## src/arm_exec_params.svh

```systemverilog
// Sizing for the execute core; ARM_REG_ADDR_W has to stay log2 of ARM_REG_COUNT
`ifndef ARM_EXEC_PARAMS_SVH
`define ARM_EXEC_PARAMS_SVH

// Datapath, register and result width
`define ARM_DATA_W 32

// Architectural registers, R15 is an ordinary register here
`define ARM_REG_COUNT 16

// Register index width
`define ARM_REG_ADDR_W 4

// Operand field instr[11:0]
`define ARM_OPND_W 12

`endif

```

## src/arm_exec_pkg.sv

```systemverilog
// Types shared by the execute core; opcodes 4 to 15 exist in alu_op_e only as undefined codes
`default_nettype none

`include "arm_exec_params.svh"

package arm_exec_pkg;

  typedef enum logic [3:0] {
    AND = 4'd0,
    OR  = 4'd1,
    SUB = 4'd2,
    ADD = 4'd3
  } alu_op_e;

  typedef enum logic [1:0] {
    ROT_IMM   = 2'd0,  // imm8 rotated right by 2*count
    REG       = 2'd1,
    IMM12     = 2'd2,  // Zero-extended operand field
    SHIFT_REG = 2'd3
  } addr_mode_e;

  typedef enum logic [1:0] {
    LSL = 2'd0,
    LSR = 2'd1,
    ASR = 2'd2,
    ROR = 2'd3
  } shift_e;

  typedef struct packed {
    logic n;
    logic z;
    logic c;  // Carry on ADD, borrow on SUB
    logic v;
  } flags_t;

  typedef struct packed {
    logic                       valid;
    logic                       wr_en;
    addr_mode_e                 mode;
    alu_op_e                    op;
    logic                       set_flags;
    logic [`ARM_REG_ADDR_W-1:0] rn;
    logic [`ARM_REG_ADDR_W-1:0] rd;
    logic [`ARM_OPND_W-1:0]     opnd;  // Rm sits in the low 4 bits
  } decoded_t;

  typedef struct packed {
    logic                       valid;  // Result is written to rd
    logic [`ARM_REG_ADDR_W-1:0] rd;
    logic [`ARM_DATA_W-1:0]     data;
  } wb_t;

endpackage

`default_nettype wire

```

## src/instr_decoder.sv

```systemverilog
// Input register of the core; instr[31:28] are ignored and every strobed word is accepted
`default_nettype none

module instr_decoder import arm_exec_pkg::*; (
  input  logic        clk,
  input  logic        reset,
  input  logic        instr_valid,
  input  logic [31:0] instr,
  output decoded_t    decoded
);

  decoded_t fields;

  // Field split of the incoming word
  always_comb begin
    fields.valid     = instr_valid;  // No strobe gives a bubble
    fields.wr_en     = instr[27];
    fields.mode      = addr_mode_e'(instr[26:25]);
    fields.op        = alu_op_e'(instr[24:21]);  // Undefined codes pass unchanged
    fields.set_flags = instr[20];
    fields.rn        = instr[19:16];
    fields.rd        = instr[15:12];
    fields.opnd      = instr[11:0];
  end

  always_ff @(posedge clk or posedge reset) begin
    if (reset) begin
      decoded <= '0;
    end else begin
      decoded <= fields;
    end
  end

endmodule

`default_nettype wire

```

## src/register_file.sv

```systemverilog
// 16x32 register file, reset to zero; a same-cycle write is bypassed to both read ports
`default_nettype none

`include "arm_exec_params.svh"

module register_file import arm_exec_pkg::*; (
  input  logic                       clk,
  input  logic                       reset,
  input  logic [`ARM_REG_ADDR_W-1:0] rn,
  input  logic [`ARM_REG_ADDR_W-1:0] rm,
  input  wb_t                        wb,
  output logic [`ARM_DATA_W-1:0]     rn_data,
  output logic [`ARM_DATA_W-1:0]     rm_data
);

  logic [`ARM_DATA_W-1:0] regs [`ARM_REG_COUNT];

  always_ff @(posedge clk or posedge reset) begin
    if (reset) begin
      for (int i = 0; i < `ARM_REG_COUNT; i++) begin
        regs[i] <= '0;
      end
    end else if (wb.valid) begin
      regs[wb.rd] <= wb.data;
    end
  end

  // Write-through covers the writeback to execute hazard
  assign rn_data = (wb.valid && (wb.rd == rn)) ? wb.data : regs[rn];
  assign rm_data = (wb.valid && (wb.rd == rm)) ? wb.data : regs[rm];

endmodule

`default_nettype wire

```

## src/operand_shifter.sv

```systemverilog
// Second ALU operand; unlike real ARM, a shift amount of 0 passes Rm through for every shift type
`default_nettype none

`include "arm_exec_params.svh"

module operand_shifter import arm_exec_pkg::*; (
  input  addr_mode_e             mode,
  input  logic [`ARM_OPND_W-1:0] opnd,
  input  logic [`ARM_DATA_W-1:0] rm_data,
  output logic [`ARM_DATA_W-1:0] operand
);

  logic [`ARM_DATA_W-1:0] imm8;
  logic [4:0]             rot;
  logic [4:0]             shamt;
  shift_e                 shift;

  function automatic logic [`ARM_DATA_W-1:0] rotr(input logic [`ARM_DATA_W-1:0] value,
                                                  input logic [4:0]             amount);
    logic [2*`ARM_DATA_W-1:0] pair;
    pair = {value, value} >> amount;  // Low half holds the rotated word
    return pair[`ARM_DATA_W-1:0];
  endfunction

  assign imm8  = {{(`ARM_DATA_W-8){1'b0}}, opnd[7:0]};
  assign rot   = {opnd[11:8], 1'b0};  // Twice the 4-bit count
  assign shamt = opnd[11:7];
  assign shift = shift_e'(opnd[6:5]);

  always_comb begin
    case (mode)
      ROT_IMM: operand = rotr(imm8, rot);
      REG:     operand = rm_data;
      IMM12:   operand = {{(`ARM_DATA_W-`ARM_OPND_W){1'b0}}, opnd};
      default: begin
        case (shift)
          LSL:     operand = rm_data << shamt;
          LSR:     operand = rm_data >> shamt;
          ASR:     operand = $signed(rm_data) >>> shamt;  // Sign fill
          default: operand = rotr(rm_data, shamt);
        endcase
      end
    endcase
  end

endmodule

`default_nettype wire

```

## src/alu.sv

```systemverilog
// Four-op ALU with flag register; undefined opcodes give 0 and, with set_flags, Z=1 and N=C=V=0
`default_nettype none

`include "arm_exec_params.svh"

module alu import arm_exec_pkg::*; (
  input  logic                   clk,
  input  logic                   reset,
  input  decoded_t               decoded,
  input  logic [`ARM_DATA_W-1:0] a,
  input  logic [`ARM_DATA_W-1:0] b,
  output logic [`ARM_DATA_W-1:0] result,
  output flags_t                 flags
);

  localparam int MSB = `ARM_DATA_W - 1;

  logic [`ARM_DATA_W:0] sum;   // Carry-out in the top bit
  logic [`ARM_DATA_W:0] diff;  // Borrow in the top bit when a < b
  flags_t               next_flags;

  assign sum  = {1'b0, a} + {1'b0, b};
  assign diff = {1'b0, a} - {1'b0, b};

  always_comb begin
    next_flags = '0;  // Logic ops leave C and V clear
    case (decoded.op)
      AND: result = a & b;
      OR:  result = a | b;
      SUB: begin
        result       = diff[MSB:0];
        next_flags.c = diff[`ARM_DATA_W];
        // Operands of opposite sign and the sign of a is lost
        next_flags.v = (a[MSB] != b[MSB]) && (result[MSB] != a[MSB]);
      end
      ADD: begin
        result       = sum[MSB:0];
        next_flags.c = sum[`ARM_DATA_W];
        next_flags.v = (a[MSB] == b[MSB]) && (result[MSB] != a[MSB]);
      end
      default: result = '0;
    endcase
    next_flags.n = result[MSB];
    next_flags.z = (result == '0);
  end

  // Flags only move on a valid instruction that asks for them
  always_ff @(posedge clk or posedge reset) begin
    if (reset) begin
      flags <= '0;
    end else if (decoded.valid && decoded.set_flags) begin
      flags <= next_flags;
    end
  end

endmodule

`default_nettype wire

```

## src/writeback_stage.sv

```systemverilog
// Output register of the core; result data and rd are captured every cycle, valid marks a write
`default_nettype none

`include "arm_exec_params.svh"

module writeback_stage import arm_exec_pkg::*; (
  input  logic                   clk,
  input  logic                   reset,
  input  decoded_t               decoded,
  input  logic [`ARM_DATA_W-1:0] result,
  output wb_t                    wb
);

  wb_t wb_next;

  always_comb begin
    wb_next.valid = decoded.valid && decoded.wr_en;  // Bubbles and no-write ops drop out
    wb_next.rd    = decoded.rd;
    wb_next.data  = result;
  end

  always_ff @(posedge clk or posedge reset) begin
    if (reset) begin
      wb <= '0;
    end else begin
      wb <= wb_next;
    end
  end

endmodule

`default_nettype wire

```

## src/arm_exec_core.sv

```systemverilog
// Execute core top; one instruction per strobe, result and flags two edges after the drive edge
`default_nettype none

`include "arm_exec_params.svh"

module arm_exec_core import arm_exec_pkg::*; (
  input  logic        clk,
  input  logic        reset,
  input  logic        instr_valid,
  input  logic [31:0] instr,
  output wb_t         result,
  output flags_t      flags
);

  decoded_t               decoded;
  logic [`ARM_DATA_W-1:0] rn_data;
  logic [`ARM_DATA_W-1:0] rm_data;
  logic [`ARM_DATA_W-1:0] operand;
  logic [`ARM_DATA_W-1:0] alu_result;

  instr_decoder u_decoder (
    .clk         (clk),
    .reset       (reset),
    .instr_valid (instr_valid),
    .instr       (instr),
    .decoded     (decoded)
  );

  // Write port driven straight from the output register
  register_file u_regfile (
    .clk     (clk),
    .reset   (reset),
    .rn      (decoded.rn),
    .rm      (decoded.opnd[`ARM_REG_ADDR_W-1:0]),  // Rm field
    .wb      (result),
    .rn_data (rn_data),
    .rm_data (rm_data)
  );

  operand_shifter u_shifter (
    .mode    (decoded.mode),
    .opnd    (decoded.opnd),
    .rm_data (rm_data),
    .operand (operand)
  );

  alu u_alu (
    .clk     (clk),
    .reset   (reset),
    .decoded (decoded),
    .a       (rn_data),
    .b       (operand),
    .result  (alu_result),
    .flags   (flags)
  );

  writeback_stage u_writeback (
    .clk     (clk),
    .reset   (reset),
    .decoded (decoded),
    .result  (alu_result),
    .wb      (result)
  );

endmodule

`default_nettype wire

```

## config.mk

```make
export PLATFORM = sky130hd
export DESIGN_NAME = arm_exec_core
export DESIGN_NICKNAME = d
export VERILOG_FILES = /design/src/arm_exec_pkg.sv /design/src/instr_decoder.sv /design/src/register_file.sv /design/src/operand_shifter.sv /design/src/alu.sv /design/src/writeback_stage.sv /design/src/arm_exec_core.sv
export VERILOG_INCLUDE_DIRS = /design/src /design/src/src
export SDC_FILE = /design/constraint.sdc
export NUM_CORES = 2
export LEC_CHECK = 0
export ABC_CLOCK_PERIOD_IN_PS = 23000
export BUFFER_PORTS_ARGS = -buffer_cell sky130_fd_sc_hd__clkbuf_2
export CORE_MARGIN = 2
export CORE_UTILIZATION = 25
export CTS_CLUSTER_SIZE = 30
export DETAILED_ROUTE_END_ITERATION = 10
export SETUP_SLACK_MARGIN = 0.02
export SKIP_LAST_GASP = 1
export SLEW_MARGIN = 10
export SYNTH_ARGS = -nofsm -noshare
export SYNTH_HDL_FRONTEND = slang
export SYNTH_SLANG_ARGS = --single-unit
```

## constraint.sdc

```tcl
create_clock -name clk -period 23 [get_ports clk]
set_input_delay 1.15 -clock clk [delete_from_list [all_inputs] [get_ports clk]]
set_output_delay 1.15 -clock clk [all_outputs]
set_load 0.02 [all_outputs]
```

Yosys cells after proc, flatten, opt, wreduce, memory -nomap -nowiden

Cells that the tools add are included.

RAM bits: 0
Output and inout bits: 41
Input bits: 35
Bits in read-only memories: 0
Latch bits: 0
Word-level logic and storage cells: 86
Memories kept: 0
Register bits: 582

Reduce and logical (&&, ||, !) cells: 11
Magnitude comparators: 4
Shift-type cells: 5
Eq/ne operators: 13
Muxes and demuxes: 15
Multiply operators: 0
Divide/modulo/power cells: 0
Bitwise gates (word level): 5
$add $sub $neg: 2

Operators by type and width:

| cell               | number |
|---|---|
| $bwmux 512         | 1 |
| $bmux 32 s4        | 2 |
| $mux 32            | 7 |
| $pmux 32 s3        | 2 |
| $demux 32 s4       | 1 |
| $pmux 32 s4        | 1 |
| $shr 64x5->32      | 1 |
| $shr 40x5->32      | 1 |
| $add 32x32->33     | 1 |
| $sub 32x32->33     | 1 |
| $and 32x32->32     | 1 |
| $logic_not 32->1   | 1 |
| $or 32x32->32      | 1 |
| $shl 32x5->32      | 1 |
| $shr 32x5->32      | 1 |
| $sshr 32x5->32     | 1 |
| $ge 5x5->1 const B | 3 |
| $not 4->5          | 3 |
| $eq 4x2->1 const B | 2 |
| $eq 4x4->1         | 2 |
| $logic_and 1x1->1  | 7 |
| $lt 5x1->1 const B | 1 |
| $eq 2x1->1 const B | 2 |
| $eq 2x2->1 const B | 2 |
| other kinds (6)    | 9 |

Logic depth before layout (Yosys ltp)

Word-level depth: 12
Mapped depth: 29
Mapped depth without buffers: 24

By module

A second synthesis with hierarchy kept.

Cells, all modules: 3501
Area, all modules: 40349.9 sq um

By module, submodules not included:

| module          | area each (sq um) | seq. area each (sq um) | instances | cells an instance |
|---|---|---|---|---|
| register_file   | 27301.2           | 12812.3                | 1         | 1757 |
| operand_shifter | 5939.4            | 0.0                    | 1         | 843 |
| alu             | 5444.0            | 100.1                  | 1         | 832 |
| writeback_stage | 935.9             | 925.9                  | 1         | 39 |
| instr_decoder   | 729.4             | 725.7                  | 1         | 30 |

Worst setup path before layout

Ideal clock, no wire load.

Path type: reg-to-reg
From: register u_decoder.decoded[0] (netlist name)
To: register u_alu.flags[2] (netlist name)
Slack: 15.534 ns
Cell stages (with the launch flop): 27
Data arrival time: 7.363 ns
Required time: 22.897 ns
Library setup time: 0.103 ns
Path through: dfrtp_1 > buf_2 > buf_2 > buf_2 > mux4_2 > a22oi_1 > nand2_1 > mux2_2 > mux4_2 > a222oi_1 > o21a_1 > and2_1 > a211oi_1 > o21a_1 > ha_1 > fa_1 > o21ba_2 > nor4_1 > o21ai_0 > a22oi_1 > xor2_1 > o22ai_1 > or4_1 > or4_1 > or4_1 > or4b_1 > o41ai_2

Longest elaborated chain between the ends: 11
Elaborated cells between the ends (all ways): 20

Ends and longest elaborated chain:

| what                                        | RTL line              | source |
|---|---|---|
| $not 4->5 (implied by the code)             | register_file.sv:30   | `assign rm_data = (wb.valid && (wb.rd == rm)) ? wb.data : regs[rm];` |
| $bmux 32 s4                                 | register_file.sv:30   |  |
| $mux 32 (implied by the code) (2 in series) | register_file.sv:30   |  |
| $mux 32                                     | register_file.sv:30   |  |
| $shr 64x5->32 (tied with other cells)       | operand_shifter.sv:21 | `pair = {value, value} >> amount;` |
| $pmux 32 s3                                 | operand_shifter.sv:36 | `case (shift)` |
| $pmux 32 s3 *                               | operand_shifter.sv:31 | `case (mode)` |
| $add 32x32->33 (tied with other cells)      | alu.sv:22             | `assign sum = {1'b0, a} + {1'b0, b};` |
| $pmux 32 s4 *                               | alu.sv:27             | `case (decoded.op)` |
| net alu_result[8]                           | arm_exec_core.sv:19   | `` logic [`ARM_DATA_W-1:0] alu_result; `` |
| $logic_not 32->1 *                          | alu.sv:44             | `next_flags.z = (result == '0);` |

The timed path passes the listed nets; every way through them passes the cells marked *. The select of a mux whose other input is x is not followed.
A chain may end at the register's enable or synchronous reset.

Worst setup path after layout

From: register u_decoder.decoded[0] (netlist name)
To: register u_alu.flags[2] (netlist name)

Longest elaborated chain between the ends: 11
Elaborated cells between the ends (all ways): 20

Ends and longest elaborated chain:

| what                                        | RTL line |
|---|---|
| $not 4->5 (implied by the code)             | register_file.sv:30 |
| $bmux 32 s4                                 | register_file.sv:30 |
| $mux 32 (implied by the code) (2 in series) | register_file.sv:30 |
| $mux 32                                     | register_file.sv:30 |
| $shr 64x5->32 (tied with other cells)       | operand_shifter.sv:21 |
| $pmux 32 s3                                 | operand_shifter.sv:36 |
| $pmux 32 s3 *                               | operand_shifter.sv:31 |
| $add 32x32->33 (tied with other cells)      | alu.sv:22 |
| $pmux 32 s4 *                               | alu.sv:27 |
| net alu_result[26]                          | arm_exec_core.sv:19 |
| $logic_not 32->1 *                          | alu.sv:44 |

Marks and branches as above.

==> out/results.txt <==
CP Launch Type = flip-flop
Relative slew margins = 5.317%
Post-synth EDFFs = 0
outcome = finished clean
Routed Antenna Nets = 0
Peak VDD IR = 0.05488 mV
Finished Core Util = 28.40%
# setup viols final = 0
slowest CP cell = a221oi_1
worst setup path end = u_alu.flags[2]
largest net degree at the start of global routing = 129
fin. max-slew vios = 0
share of the synthesized area in the top cell type = 35.90%
CP max stage delay = 1.08 ns
setup_tns = 0 ns
Post-Syn Area = 40,570 um^2
post-synthesis sequential area ratio = 35.90%
WL final = 152,600 um
cts hold-fix bufs = 0
via/cell ratio = 5.678
worst reg2reg startpoint = u_decoder.decoded[0]
clk_lat worst skew = 0.66 ns
min-delay src = u_decoder.decoded[14]
fin cells = 5,706
die width = 406.8 um
DRC viols = 0
commonest non-fill, non-tap cell in the layout = dfrtp_1
synth warn = 0
Syn Area/Cell = 11.40 um^2
die area = 165,500 um^2
Initial Util = 25.21%
kind of critical path = flip-flop to flip-flop
Synth async-reset ratio = 100.0%
worst path required time = 23.52 ns
vias in the first global route = 31.73k
CP arrival = 11.77 ns
nets = 3,626
Port Buffers = 71
most frequent cells in the layout = 570 x dfrtp_1, 539 x mux2_2, 322 x mux4_2
drt pass-1 iters = 8
initial antenna violation count = 5
worst reg2reg path endpoint = u_alu.flags[2]
DP HPWL = 101,600 um
Die Height = 406.8 um
Worst path top cell family by delay = compound AO/OA/AOI/OAI gates
synth top area cells = dfrtp_1 36%, mux4_2 18%, mux2_2 15%
crit path max fanout = 40
maxcap violations = 0
Inst Count DP = 5,582
I/O pin count = 76
measured slew at the worst slew-check pin = 1.420 ns
Hold Crit Class = flip-flop to flip-flop
reg2reg setup slack = 11.75 ns
CTS tree = done
H-tree depth = 3
critical path's most frequent cell = buf_4
final hold vios = 0
Post-Route Skew = 0.03031 ns
number of library cell types mapped by synthesis = 87
row count = 147
Worst Setup End Kind = flip-flop
Clock transition at path regs = 0.06 ns
gpl congestion = 1.029
clk sink count = 582
Buffers & Inverters on Critical Path = 3
cells on worst reg2reg path = 26
Clock Tree Root = clkbuf_16
GR Overflow Total = 0
CP Depth = 26
placed inst area = 43,330 um^2
Synth Instances = 3,560
layout cells sized above 1 = 34.13%
first-pass GRT wire length = 222,700 um
Hold Path Stages = 0
WL per Instance = 26.74 um
flops & latches, synth = 582
core region area = 160,900 um^2
Post-synth top flop = dfrtp_1
Leak = 19.86 nW
fmax = 88.91 MHz
via count of the routed design = 32.40k
P per Cell Area = 64.65 nW/um^2
Iteration-0 DRC Markers = 4,267
RSZ-0062 raised after global routing = no
largest area contributor in the netlist = dfrtp_1
final instance area = 45,710 um^2
syn nets = 3,694
TritonCTS buffer count = 68
clock buffer depth = 3
Critical Path Source = u_decoder.decoded[0]
post-cts sizing count = 0
Final period util = 48.90%
Tmin final = 11.25 ns
Post CTS Setup Buffer Count = 0
gr usage total = 18.13%
Area Growth Syn to Fin = 12.66%
[routing by layer]
metal  GRT usage [%]  share of wire [%]  vias to the layer above  routed length [um]
li1                -                  -                    13500                   -
met1           25.50                 43                    16740               64890
met2           27.03                 43                     1807               66350
met3           3.631                9.5                      351               14440
met4           7.550                4.5                        0                6902
met5               0                  0                        -                   0
[synth_stat cells, types with 39 or more instances]
library cell,n
mux4_2,322
buf_1,51
o211ai_1,40
mux2_2,539
nor3_1,39
a22oi_1,79
nand2_1,284
ha_1,97
inv_1,88
mux2i_1,140
a21oi_1,137
dfrtp_1,582
clkbuf_1,229
o21ai_0,147
nor2_1,226
[worst min-delay path by stage]
stage | end | slack (ns)
detailed placement | u_writeback.wb[34] | 0.34
global route | u_writeback.wb[34] | 0.36
finish | u_writeback.wb[34] | 0.35
floorplan | u_writeback.wb[32] | 0.33
global placement | u_writeback.wb[33] | 0.33
CTS | u_writeback.wb[34] | 0.35
[worst register-to-register path: cells and delay by family (launching register included)]
kind,cells,cell delay (ns)
buffers and inverters,3,1.71
DFF,1,0.93
and+or+nand+nor,8,2.41
adders and majority gates,1,0.68
muxes,3,1.01
xor gates and xnor gates,1,0.19
AOI/OAI and AO/OA,10,4.20
[layout make-up]
class	count	area, um^2
antenna	1	2.502
clock buffer	101	2008
clock inverter	22	362.8
fill	16510	115200
inverter	92	352.8
multi-input combinational	2570	24530
sequential	582	14590
tap	2160	2703
timing repair buffer	178	1159
[registers in the layout, indices dropped and copies added (netlist names)]
name,flops
u_decoder.decoded,29
u_regfile.regs,512
u_alu.flags,4
u_writeback.wb,37
[metrics by stage]
step / total power, mW / hold slack (ns) / worst slack [ns]
CTS: 2.960 / 0.3481 / 12.11
detailed placement: 1.804 / 0.3355 / 12.16
floorplan: 1.591 / 0.3312 / 5.565
global placement: 1.795 / 0.3345 / 12.13
global route: 3.065 / 0.3570 / 11.56
finish: 2.955 / 0.3460 / 11.75
[report_power, final]
part           switching (mW)  leakage [nW]  internal, mW  total, mW
combinational           0.384          10.8         0.257      0.640
sequential             0.0721          7.94          1.09       1.16
clock                   0.462          1.16         0.689       1.15
[cells by family (layout without fill, tap and decap cells)]
family          count (synthesis)  after routing  share of synthesized area (%)
buf+inv                       408            393                          3.935
simple gates                  698            698                          7.525
fa+ha+maj                      99             99                          3.090
xor+xnor                       30             30                         0.6476
compound gates                742            742                          12.61
other cells                     0              1                              0
flops                         582            582                          35.90
mux                          1001           1001                          36.29
Power figures use the tool's default switching activity.
